===== src/verilog/rtc_defs.svh =====
// address map and timing constants for the rtc block
// include in every rtc file that compares addresses or counts refclk edges
`ifndef RTC_DEFS_SVH
`define RTC_DEFS_SVH

// command slave decode, four registers from the base
`define RTC_CMD_ADDR 'h704      // usec, sec, corr, status
`define RTC_CMD_MASK 'h7fc      // low two bits pick the register

// first byte of every status packet
`define RTC_STATUS_ADDR 'h31

// reference clock in MHz
// both edges are counted, so this is also the edge count per half microsecond
`define RTC_MHZ 25

// prescaler width, must hold RTC_MHZ-1
`define RTC_PREDIV_BITS 5

// last usec value before the seconds roll over
`define RTC_USEC_MAX 999999

`endif


===== src/verilog/rtc_pkg.sv =====
// shared types for the rtc block
// register selects and time value widths, used by scoped name only
package rtc_pkg;

    localparam int USEC_W = 20;     // enough for 999999
    localparam int SEC_W  = 32;
    localparam int CORR_W = 16;

    // low two bits of the command address
    typedef enum logic [1:0] {
        REG_USEC   = 2'd0,          // pending microseconds
        REG_SEC    = 2'd1,          // seconds, also loads the counter
        REG_CORR   = 2'd2,          // signed rate trim
        REG_STATUS = 2'd3           // snapshot + status request
    } reg_sel_t;

    typedef logic [USEC_W-1:0]        usec_t;
    typedef logic [SEC_W-1:0]         sec_t;
    typedef logic signed [CORR_W-1:0] corr_t;

endpackage


===== src/verilog/rtc_cmd_deser.sv =====
// deserializer for the six-byte command packets of the rtc
// bytes AL AH D0 D1 D2 D3 follow cmd_stb on consecutive cycles
// cmd_we pulses the cycle after D3 when the masked address matches
`include "rtc_defs.svh"

module rtc_cmd_deser (
    input  logic              mclk,
    input  logic              mrst,
    input  logic [7:0]        cmd_ad,
    input  logic              cmd_stb,
    output logic              cmd_we,
    output rtc_pkg::reg_sel_t cmd_sel,
    output logic [31:0]       cmd_data
);

    logic [4:0]  pos;           // one-hot, bit 0 on AH ... bit 4 on D3
    logic [7:0]  addr_lo;       // AL, kept for the select bits
    logic [15:0] addr_full;     // AH:AL during pos[0]
    logic        addr_ok;       // masked compare result
    logic [23:0] data_sr;       // D0..D2, lsb byte first

    assign addr_full = {cmd_ad, addr_lo};

    // position and strobe
    always_ff @(posedge mclk) begin
        if (mrst) begin
            pos     <= '0;
            addr_ok <= 1'b0;
            cmd_we  <= 1'b0;
        end else begin
            pos <= {pos[3:0], cmd_stb};
            if (pos[0]) begin
                addr_ok <= (addr_full & 16'(`RTC_CMD_MASK)) ==
                           (16'(`RTC_CMD_ADDR) & 16'(`RTC_CMD_MASK));
            end
            cmd_we <= pos[4] & addr_ok;     // one cycle after the last byte
        end
    end

    // payload capture
    always_ff @(posedge mclk) begin
        if (cmd_stb) begin
            addr_lo <= cmd_ad;
        end
        if (|pos[3:1]) begin
            data_sr <= {cmd_ad, data_sr[23:8]};     // shift in from the top
        end
        if (pos[4] && addr_ok) begin
            cmd_data <= {cmd_ad, data_sr};          // D3 completes the word
            cmd_sel  <= rtc_pkg::reg_sel_t'(addr_lo[1:0]);
        end
    end

endmodule


===== src/verilog/rtc_status_sender.sv =====
// status packet sender for the rtc
// snap latches the time, then status_rq waits for status_start and
// nine bytes go out: header, {seq,alt,0}, sec[31:0], usec[19:0]
`include "rtc_defs.svh"

module rtc_status_sender (
    input  logic           mclk,
    input  logic           mrst,
    input  logic           snap,
    input  logic [5:0]     seq,
    input  rtc_pkg::usec_t snap_usec,
    input  rtc_pkg::sec_t  snap_sec,
    input  logic           status_start,
    output logic           status_rq,
    output logic [7:0]     status_ad
);

    typedef enum logic [1:0] {
        IDLE,
        REQ,                        // header shown, waiting for status_start
        SEND                        // payload bytes 1..8
    } state_t;

    state_t         state;
    logic [3:0]     idx;            // byte index within the packet
    logic           alt;            // flips on every snap
    logic           pend;           // snap seen while sending
    logic [5:0]     hold_seq;       // latest snapshot
    rtc_pkg::usec_t hold_usec;
    rtc_pkg::sec_t  hold_sec;
    logic [5:0]     tx_seq;         // copy being sent
    logic           tx_alt;
    rtc_pkg::usec_t tx_usec;
    rtc_pkg::sec_t  tx_sec;

    assign status_rq = (state == REQ);

    always_ff @(posedge mclk) begin
        if (mrst) begin
            state <= IDLE;
            idx   <= '0;
            alt   <= 1'b0;
            pend  <= 1'b0;
        end else begin
            if (snap) alt <= ~alt;
            case (state)
                IDLE: if (snap) state <= REQ;
                REQ: if (status_start) begin
                    state <= SEND;
                    idx   <= 4'd1;
                    if (snap) pend <= 1'b1;     // snap together with the header byte
                end
                default: begin
                    idx <= idx + 1'b1;
                    if (snap) pend <= 1'b1;     // serve after this packet
                    if (idx == 4'd8) begin
                        state <= (pend || snap) ? REQ : IDLE;
                        pend  <= 1'b0;
                    end
                end
            endcase
        end
    end

    always_ff @(posedge mclk) begin
        if (snap) begin
            hold_seq  <= seq;
            hold_usec <= snap_usec;
            hold_sec  <= snap_sec;
        end
        if (state == REQ && status_start) begin
            tx_seq  <= hold_seq;
            tx_alt  <= alt;
            tx_usec <= hold_usec;
            tx_sec  <= hold_sec;
        end
    end

    // byte mux
    always_comb begin
        status_ad = 8'h00;
        if (state == REQ) begin
            status_ad = 8'(`RTC_STATUS_ADDR);
        end else if (state == SEND) begin
            case (idx)
                4'd1:    status_ad = {tx_seq, tx_alt, 1'b0};
                4'd2:    status_ad = tx_sec[7:0];
                4'd3:    status_ad = tx_sec[15:8];
                4'd4:    status_ad = tx_sec[23:16];
                4'd5:    status_ad = tx_sec[31:24];
                4'd6:    status_ad = tx_usec[7:0];
                4'd7:    status_ad = tx_usec[15:8];
                default: status_ad = {4'h0, tx_usec[19:16]};
            endcase
        end
    end

endmodule


===== src/verilog/rtc_timebase.sv =====
// rtc counter core, seconds and microseconds driven from refclk
// both refclk edges feed a prescaler, every half usec a 24-bit accumulator
// adds 2^23 + corr, its carry advances the usec count
`include "rtc_defs.svh"

module rtc_timebase (
    input  logic           mclk,
    input  logic           mrst,
    input  logic           refclk,
    input  logic           load_req,
    input  rtc_pkg::usec_t wusec,
    input  rtc_pkg::sec_t  wsec,
    input  rtc_pkg::corr_t corr,
    output rtc_pkg::usec_t live_usec,
    output rtc_pkg::sec_t  live_sec
);

    logic [2:0]                    refclk_sync;    // refclk into mclk
    logic                          refclk2x;       // one pulse per refclk edge
    logic [`RTC_PREDIV_BITS-1:0]   pre_cntr;
    logic                          tick;           // half usec boundary
    logic [3:0]                    ring;           // one-hot phase after tick
    logic                          enable;
    logic                          pend_load;      // waiting for phase 3
    logic [23:0]                   acc;
    logic [23:0]                   acc_step;       // 2^23 + sign-extended corr
    logic [24:0]                   next_acc;
    logic [1:0]                    inc_usec;       // carry pipeline
    logic [1:0]                    inc_sec;
    rtc_pkg::usec_t                usec;
    rtc_pkg::sec_t                 sec;
    rtc_pkg::usec_t                usec_plus1;
    rtc_pkg::sec_t                 sec_plus1;

    assign acc_step = 24'h800000 + {{8{corr[15]}}, corr};
    assign next_acc = {1'b0, acc} + {1'b0, acc_step};
    assign tick     = enable && refclk2x && (pre_cntr == '0);

    assign live_usec = usec;
    assign live_sec  = sec;

    // refclk edge detect and prescaler
    always_ff @(posedge mclk) begin
        if (mrst) begin
            refclk_sync <= '0;
            refclk2x    <= 1'b0;
        end else begin
            refclk_sync <= {refclk_sync[1:0], refclk};
            refclk2x    <= refclk_sync[2] ^ refclk_sync[1];   // either edge
        end
    end

    always_ff @(posedge mclk) begin
        if (mrst || !enable) begin
            pre_cntr <= `RTC_PREDIV_BITS'(`RTC_MHZ - 1);
            ring     <= '0;
        end else begin
            if (refclk2x) begin
                pre_cntr <= (pre_cntr == '0) ? `RTC_PREDIV_BITS'(`RTC_MHZ - 1)
                                             : pre_cntr - 1'b1;
            end
            ring <= {ring[2:0], tick};
        end
    end

    // enable and pending load
    always_ff @(posedge mclk) begin
        if (mrst) begin
            enable    <= 1'b0;
            pend_load <= 1'b0;
        end else begin
            if (load_req) enable <= 1'b1;   // runs from the first load on
            if (load_req) begin
                pend_load <= 1'b1;
            end else if (ring[3]) begin
                pend_load <= 1'b0;          // consumed at phase 3
            end
        end
    end

    // accumulator, increments and counters
    always_ff @(posedge mclk) begin
        if (mrst) begin
            acc      <= '0;
            inc_usec <= '0;
            inc_sec  <= '0;
            usec     <= '0;
            sec      <= '0;
        end else begin
            if (ring[3] && pend_load) begin
                acc <= '0;                  // load restarts the fraction
            end else if (ring[1]) begin
                acc <= next_acc[23:0];
            end
            inc_usec <= {inc_usec[0], ring[1] & next_acc[24]};
            inc_sec  <= {inc_sec[0], ring[1] & next_acc[24] &
                         (usec == rtc_pkg::USEC_W'(`RTC_USEC_MAX))};
            if (ring[3] && pend_load) begin
                usec <= wusec;              // load beats a carry in flight
                sec  <= wsec;
            end else if (inc_sec[1]) begin
                usec <= '0;                 // wrap at RTC_USEC_MAX
                sec  <= sec_plus1;
            end else if (inc_usec[1]) begin
                usec <= usec_plus1;
            end
        end
    end

    always_ff @(posedge mclk) begin
        usec_plus1 <= usec + 1'b1;          // precomputed, off the mux path
        sec_plus1  <= sec + 1'b1;
    end

endmodule


===== src/verilog/rtc_top.sv =====
// top level of the adjustable real-time clock
// decodes command writes into the usec, sec and corr registers,
// starts loads and status snapshots
module rtc_top (
    input  logic           mclk,
    input  logic           mrst,
    input  logic           refclk,
    input  logic [7:0]     cmd_ad,
    input  logic           cmd_stb,
    input  logic           status_start,
    output logic [7:0]     status_ad,
    output logic           status_rq,
    output rtc_pkg::sec_t  live_sec,
    output rtc_pkg::usec_t live_usec
);

    logic              cmd_we;
    rtc_pkg::reg_sel_t cmd_sel;
    logic [31:0]       cmd_data;
    rtc_pkg::usec_t    wusec;       // pending usec for the next load
    rtc_pkg::sec_t     wsec;
    rtc_pkg::corr_t    corr;
    logic              load_req;    // one cycle after a SEC write
    logic              snap;        // one cycle after a STATUS write
    logic [5:0]        seq;

    assign seq = cmd_data[5:0];     // held until the next command

    always_ff @(posedge mclk) begin
        if (cmd_we && cmd_sel == rtc_pkg::REG_USEC) wusec <= cmd_data[19:0];
        if (cmd_we && cmd_sel == rtc_pkg::REG_SEC)  wsec  <= cmd_data;
        if (cmd_we && cmd_sel == rtc_pkg::REG_CORR) corr  <= signed'(cmd_data[15:0]);
    end

    always_ff @(posedge mclk) begin
        if (mrst) begin
            load_req <= 1'b0;
            snap     <= 1'b0;
        end else begin
            load_req <= cmd_we && (cmd_sel == rtc_pkg::REG_SEC);
            snap     <= cmd_we && (cmd_sel == rtc_pkg::REG_STATUS);
        end
    end

    rtc_cmd_deser i_deser (
        .mclk     (mclk),
        .mrst     (mrst),
        .cmd_ad   (cmd_ad),
        .cmd_stb  (cmd_stb),
        .cmd_we   (cmd_we),
        .cmd_sel  (cmd_sel),
        .cmd_data (cmd_data)
    );

    rtc_timebase i_timebase (
        .mclk      (mclk),
        .mrst      (mrst),
        .refclk    (refclk),
        .load_req  (load_req),
        .wusec     (wusec),
        .wsec      (wsec),
        .corr      (corr),
        .live_usec (live_usec),
        .live_sec  (live_sec)
    );

    rtc_status_sender i_status (
        .mclk         (mclk),
        .mrst         (mrst),
        .snap         (snap),
        .seq          (seq),
        .snap_usec    (live_usec),
        .snap_sec     (live_sec),
        .status_start (status_start),
        .status_rq    (status_rq),
        .status_ad    (status_ad)
    );

endmodule

===== config.mk =====
export PLATFORM = sky130hd
export DESIGN_NAME = rtc_top
export DESIGN_NICKNAME = d
export VERILOG_FILES = /design/src/verilog/rtc_pkg.sv /design/src/verilog/rtc_cmd_deser.sv /design/src/verilog/rtc_status_sender.sv /design/src/verilog/rtc_timebase.sv /design/src/verilog/rtc_top.sv
export VERILOG_INCLUDE_DIRS = /design/src /design/src/verilog
export SDC_FILE = /design/constraint.sdc
export NUM_CORES = 1
export LEC_CHECK = 0
export BUFFER_PORTS_ARGS = -buffer_cell sky130_fd_sc_hd__buf_4
export CORE_UTILIZATION = 65
export CTS_BUF_LIST = sky130_fd_sc_hd__clkbuf_8 sky130_fd_sc_hd__clkbuf_16
export DETAILED_ROUTE_END_ITERATION = 6
export GPL_TIMING_DRIVEN = 0
export MAX_ROUTING_LAYER = met4
export PLACE_DENSITY_LB_ADDON = 0.15
export SYNTH_ARGS = -nofsm -noshare
export SYNTH_HDL_FRONTEND = slang
export SYNTH_SLANG_ARGS = --single-unit

===== constraint.sdc =====
create_clock -name mclk -period 6.8 [get_ports mclk]
set_clock_uncertainty 0.2 [all_clocks]
set_input_delay 0.34 -clock mclk [delete_from_list [all_inputs] [get_ports mclk]]
set_output_delay 0.34 -clock mclk [all_outputs]
set_load 0.01 [all_outputs]

After elaboration in Yosys (flattened, before gate mapping)

Cells that the tools add are included.

Logic and storage cells: 110
Output and inout bits: 61
Flip-flop bits (word level): 415
Input bits: 13

Eq/ne operators: 17
Reduce and logical (&&, ||, !) cells: 23
Bitwise logic cells: 6
Add/subtract/negate cells: 6
Mux-type cells: 22

Operators by type and width:

| kind                                             | number |
|---|---|
| 2-to-1 mux 32 bit                                | 2 |
| 2-to-1 mux 20 bit                                | 3 |
| case mux 8 bit (7 select lines)                  | 1 |
| adder 32 x 1 -> 32 bit, second input constant    | 1 |
| adder 24 x 24 -> 25 bit                          | 1 |
| adder 24 bit, first input constant               | 1 |
| adder 20 x 1 -> 20 bit, second input constant    | 1 |
| == test 20 bit, second input constant            | 1 |
| == test 4 x 3 -> 1 bit, second input constant    | 4 |
| 2-to-1 mux 8 bit                                 | 2 |
| == test 9 bit, second input constant             | 1 |
| logical AND 1 bit                                | 9 |
| == test 4 x 2 -> 1 bit, second input constant    | 2 |
| case mux 4 bit (2 select lines)                  | 1 |
| == test 2 bit, second input constant             | 3 |
| 2-to-1 mux 1 bit                                 | 6 |
| 2-to-1 mux 2 bit                                 | 3 |
| nonzero test 3 bit                               | 2 |
| zero test 5 bit                                  | 1 |
| 2-to-1 mux 5 bit                                 | 1 |
| subtractor 5 x 1 -> 5 bit, second input constant | 1 |
| adder 4 x 1 -> 4 bit, second input constant      | 1 |
| == test 2 x 1 -> 1 bit, second input constant    | 2 |
| == test 4 x 1 -> 1 bit, second input constant    | 1 |
| 16 further kinds                                 | 23 |

Longest topological paths before layout

Word-level depth: 4
Depth in mapped cells: 8
Depth with buffers taken out: 8

Cells and area by module

Synthesis repeated with hierarchy kept, for this count alone.

Cells, all modules: 1,112
Area total of the unflattened synthesis: 15,562.4 um2

Modules (own cells, without submodules):

| module            | area an instance (um2) | cells an instance | seq. area each (um2) | instances |
|---|---|---|---|---|
| rtc_timebase      | 6,814.0                | 726               | 2,942.8              | 1 |
| rtc_status_sender | 4,399.2                | 225               | 3,673.5              | 1 |
| rtc_cmd_deser     | 2,217.1                | 86                | 2,122.0              | 1 |
| rtc_top           | 2,132.0                | 75                | 2,082.0              | 1 |

Worst setup path before layout

OpenSTA, ideal clock, no wires.

Path type: reg-to-reg
Start point: register i_status.state[0]
End point: register i_status.pend
Arrival: 3,473 ps
Library setup time: 66 ps
Buffers on the path: 0
Clock period less this slack: 3,739 ps
Path slack: 3,061 ps
Required time: 6,534 ps
Cell stages (with the launch flop): 6
Cell sequence: dfxtp_1 nand2_1 nor2_1 a21oi_1 o21ai_0 nor2b_1

Cells in the longest elaborated chain, start to end: 3
Elaborated cells between the ends (all ways): 6
Those cells by class: eq/ne (2); mux (1); bitwise (1); reduce/logical (2)

RTL lines:

| element                                                                 | RTL line                | text |
|---|---|---|
| start: declaration                                                      | rtc_status_sender.sv:24 | `state_t state;` |
| start signal: assignment                                                | rtc_status_sender.sv:57 | `state <= (pend \|\| snap) ? REQ : IDLE;` |
| == test 2 x 1 -> 1 bit / zero test 2 bit (equally long branches)        | rtc_status_sender.sv:46 | `case (state)` |
| != test 2 bit (no source line) / inverter 1 bit (equally long branches) | n/a                     |  |
| AND reduction 2 bit (no source line)                                    | n/a                     |  |
| end signal: assignment                                                  | rtc_status_sender.sv:43 | `pend <= 1'b0;` |
| end signal: assignment                                                  | rtc_status_sender.sv:51 | `if (snap) pend <= 1'b1;` |
| end signal: assignment                                                  | rtc_status_sender.sv:55 | `if (snap) pend <= 1'b1;` |
| end: declaration                                                        | rtc_status_sender.sv:27 | `logic pend;` |

Parallel ways exist; a longest one is shown, timed or not.
A chain may end at the register's enable or synchronous reset.

Worst setup path after layout

Start point: register i_status.idx[0]
End point: output status_ad[3]

Cells in the longest elaborated chain, start to end: 4
Elaborated cells between the ends (all ways): 10
Those cells by class: eq/ne (7); mux (3)

RTL lines:

| element                                              | RTL line                | text |
|---|---|---|
| start: declaration                                   | rtc_status_sender.sv:25 | `logic [3:0] idx;` |
| start signal: assignment                             | rtc_status_sender.sv:54 | `idx <= idx + 1'b1;` |
| == test 4 x 3 -> 1 bit, or another cell as far along | rtc_status_sender.sv:85 | `case (idx)` |
| case mux 8 bit (7 select lines) *                    | rtc_status_sender.sv:85 |  |
| 2-to-1 mux 8 bit *                                   | rtc_status_sender.sv:84 | `end else if (state == SEND) begin` |
| 2-to-1 mux 8 bit *                                   | rtc_status_sender.sv:82 | `if (state == REQ) begin` |
| end: declaration                                     | rtc_top.sv:11           | `output logic [7:0] status_ad,` |

Mark *: on every way between the ends. The rest lies on a longest branch, timed or not.

==> key figures <==
Detailed routing
  • DRC: 0
  • Vias post-DR: between 9k and 10k
  • Initial DRC count: ~1.0k
  • Vias per inst: ~6.0
  • Post-Route WL: approximately 35000 um
  • Routed wire per std cell: roughly 21 um
  • Post-DRT Antenna Nets: 0
  • Drt first pass iters: 6

Placement
  • PortBufs: 72
  • DP Wirelength: around 23000 um
  • GP Congestion: 0.966
  • Place WS: a little over 4 ns

Clock network
  • Clock buffer depth: 3
  • TritonCTS buffer count: 40
  • Root Buffer: clkbuf_16
  • Post-CTS sizing: 0
  • Clk_lat worst skew: 0.53 ns
  • Post-CTS Setup Inserts: 0
  • CTS tree: built
  • Clk sink count: 415
  • Clk slew on worst S/H paths: roughly 0.060 ns
  • Post-CTS Hold Buffers: 10
  • H-tree Lvls: 2

Global routing
  • GRT Residual Overflow: 0
  • Initial antenna violation count: 0
  • GRT Total Usage: a little under a third
  • Vias in the first global route: roughly 9.5k
  • Largest net degree at the start of global routing: 38
  • Global-route wire length before repair: ~53000 um

Timing
  • Tmin final: approximately 3.2 ns
  • Final Max Slew Viols: 0
  • Setup ws final: around 3.6 ns
  • Final setup viols: 0
  • Hold violation total from the final report: 0
  • Relative slew slack: between 30% and 40%
  • Crit share post-route: 47.5%
  • Peak Freq: 309 MHz
  • RSZ-0062 raised after global routing: no
  • Measured slew at the worst slew-check pin: slightly above 1 ns
  • Setup TNS: 0 ns
  • WHS: ~0.046 ns

Worst setup path
  • Critical path's top delay family: buffers and inverters
  • Crit path launch type: flop
  • Crit Path Category: reg2out
  • Reg2reg start: corr[0]
  • Crit path top cell by count: clkbuf_1
  • Req. time, crit path: between 6 and 7 ns
  • Crit. path cell count: 9
  • Worst Path Arrival: ~2.7 ns
  • Worst path slowest cell: dfxtp_1
  • Crit path buf inv count: 4
  • Worst setup EP type: primary output
  • Register-to-Register Path Depth: 8
  • Reg-to-Reg End: i_timebase.acc[22]
  • Crit path largest cell delay: around 0.42 ns
  • Max FO, Critical Path: 10
  • Crit-path cells: inv_1, ha_1, clkbuf_1, clkbuf_1, a222oi_1, nand3_1, a22oi_1, nor2_1, buf_4
  • FF-to-FF setup slack: between 3 and 4 ns

Pwr
  • VDD IR max: ~0.29 mV
  • Pwr dens: approximately 270 nW/um2
  • Leakage: 6.38 nW

Min path
  • Beginning of the worst hold path: status_start
  • Hold depth: 3
  • HP Class: in2reg
  • Hold EP: i_status.idx[0]

Layout
  • Fillers: 1424
  • N_diodes: 0
  • Layout cells sized above 1: between 10% and 20%
  • Synthesis-to-finish area growth: 15.6%
  • Register Area: 10800 um2
  • Final #Nets: around 1.3k
  • Multi-input logic area: 4560 um2

Die
  • Die Ht: between 150 and 200 um
  • Die W: about 160 um
  • Die Area: roughly 25000 um2
  • I/O Pins: 74
  • Row count: 56
  • Placeable Area: 23500 um2
  • Initial Util: 66.5%

Logic synthesis
  • Seq/Total Area, Yosys: 69.4%
  • Synth cell types: 53
  • Syn nets: 1198
  • Post-synth EDFFs: 251
  • Top FF cell, synth: edfxtp_1
  • Synthesized cell area: approximately 16000 um2
  • Post-Syn Area per Cell: roughly 14 um2
  • Post-synth ARST share: 0%
  • Post-synthesis register bit count: between 400 and 500
  • Yosys warnings: 0
  • Gate Count Post-Synth: roughly 1.2k

Run
  • Max-cap violations: 0

Run status
  • Outcome: complete, no violations
[power breakdown]
group	internal, W	total [W]	switching [W]
registers	0.00266	0.00266	0.00000540
logic	0.0000127	0.0000374	0.0000247
clock network	0.00127	0.00218	0.000909
total	0.00394	0.00488	0.000939
[how the worst max path moves through the flow]
stage / startpoint / end / slack, ns
after detailed placement: corr[15] / i_timebase.acc[22] / 4.05
after CTS: i_status.idx[0] / status_ad[0] / 3.59
final: i_status.idx[0] / status_ad[3] / 3.57
after global placement: status_start / i_status.pend / 2.03
after floorplan: i_status.state[0] / i_status.pend / 3.06
after global routing: i_status.idx[0] / status_ad[0] / 3.35
[cell type report]
cell class | count | share of cell area (%)
inverters | 16 | 0.333
clock inverters | 27 | 1.21
repair buffers | 85 | 3.86
plain buffers | 47 | 1.01
flip-flops and latches | 415 | 60.0
clock buffers | 46 | 6.07
multi-input cells | 675 | 25.3
well taps | 319 | 2.21
[worst reg2reg max path: stages, from the launching register on]
cell       delay [ns]
edfxtp_1         0.39
ha_1             0.27
fa_1             0.47
a211oi_1         0.33
o211ai_1         0.23
nand2_1          0.20
a2111oi_2        0.10
or3_1            0.31
a32o_1           0.24
[through the flow]
| stage | total power [W] | utilization, % | instance area [um2] | instances |
|---|---|---|---|---|
| 2_1_floorplan | 0.00273 | - | 15600 | 1153 |
| 3_3_place_gp | 0.00275 | 70.5 | 16500 | 1544 |
| 3_5_place_dp | 0.00275 | 70.8 | 16600 | 1547 |
| 4_1_cts | 0.00490 | 76.8 | 18000 | 1630 |
| 5_1_grt | 0.00500 | 76.8 | 18000 | 1630 |
| 6_report | 0.00488 | 76.8 | 18000 | 1630 |
[routing by layer]
metal / GRT usage [%] / part of all wire, % / vias up
met3: 4.57 / 6.4 / 75
met1: 38.2 / 41 / 4837
met2: 47.7 / 48 / 371
met5: - / 0 / -
met4: 14.2 / 4.4 / 0
li1: - / - / 4535
[cells in the final DEF (no fill, tap or decap), types with 27 or more instances in the layout]
| cell | count |
|---|---|
| edfxtp_1 | 251 |
| dfxtp_1 | 163 |
| nor2_1 | 112 |
| buf_4 | 72 |
| nand2_1 | 64 |
| xnor2_1 | 48 |
| mux2i_1 | 45 |
| nand3_1 | 41 |
| a21oi_1 | 41 |
| clkbuf_16 | 41 |
| clkbuf_1 | 38 |
| a211oi_1 | 38 |
| a22oi_1 | 36 |
| ha_1 | 31 |
| inv_1 | 27 |
[kinds of logic after synthesis]
logic type	count (synthesis)	synth area share, %
flops	415	69.4
simple gates	318	9.75
compound gates	192	8.60
xor+xnor	69	3.87
mux	64	4.26
buf+inv	63	1.55
fa+ha+maj	32	2.61
[Yosys cell counts (all sizes together), types with 3 or more instances]
cell type,number,share of area (%)
and2,7,0.28
a222oi,8,0.51
buf,9,0.25
nand3,41,1.3
xnor2,48,2.7
nor2b,14,0.56
nor3,11,0.35
nand2,64,1.5
a21boi,3,0.14
nor2,117,2.8
nor4,3,0.12
mux2,19,1.4
a21o,8,0.38
dfxtp,164,21
a22oi,36,1.7
a211oi,40,2.0
a21oi,42,1.4
nor4b,5,0.28
and3,11,0.44
a2111oi,5,0.36
a31oi,4,0.16
o21a,6,0.29
inv,16,0.38
mux2i,45,2.9
clkbuf,38,0.91
nand3b,8,0.38
nor3b,5,0.24
o21ai,25,0.85
o211ai,8,0.38
nand4,9,0.36
edfxtp,251,48
nand2b,7,0.28
ha,31,2.5
and4,5,0.28
xor2,21,1.2
or3,7,0.28
[state kept, by name (all words and copies together), names as in the netlist, 3 cells and up]
signal                  cells
wusec                      20
i_status.tx_usec           20
i_status.tx_seq             6
i_deser.addr_lo             8
i_status.idx                4
i_deser.data_sr            24
i_timebase.live_usec       20
i_timebase.refclk_sync      3
i_timebase.usec_plus1      20
i_timebase.pre_cntr         5
wsec                       32
i_status.hold_sec          32
i_status.hold_usec         20
i_timebase.ring             4
i_status.tx_sec            32
i_deser.cmd_data           32
i_timebase.acc             24
i_timebase.sec_plus1       32
corr                       16
i_deser.pos                 5
i_timebase.live_sec        32
i_status.hold_seq           6
(Power assumes the default switching activity.)
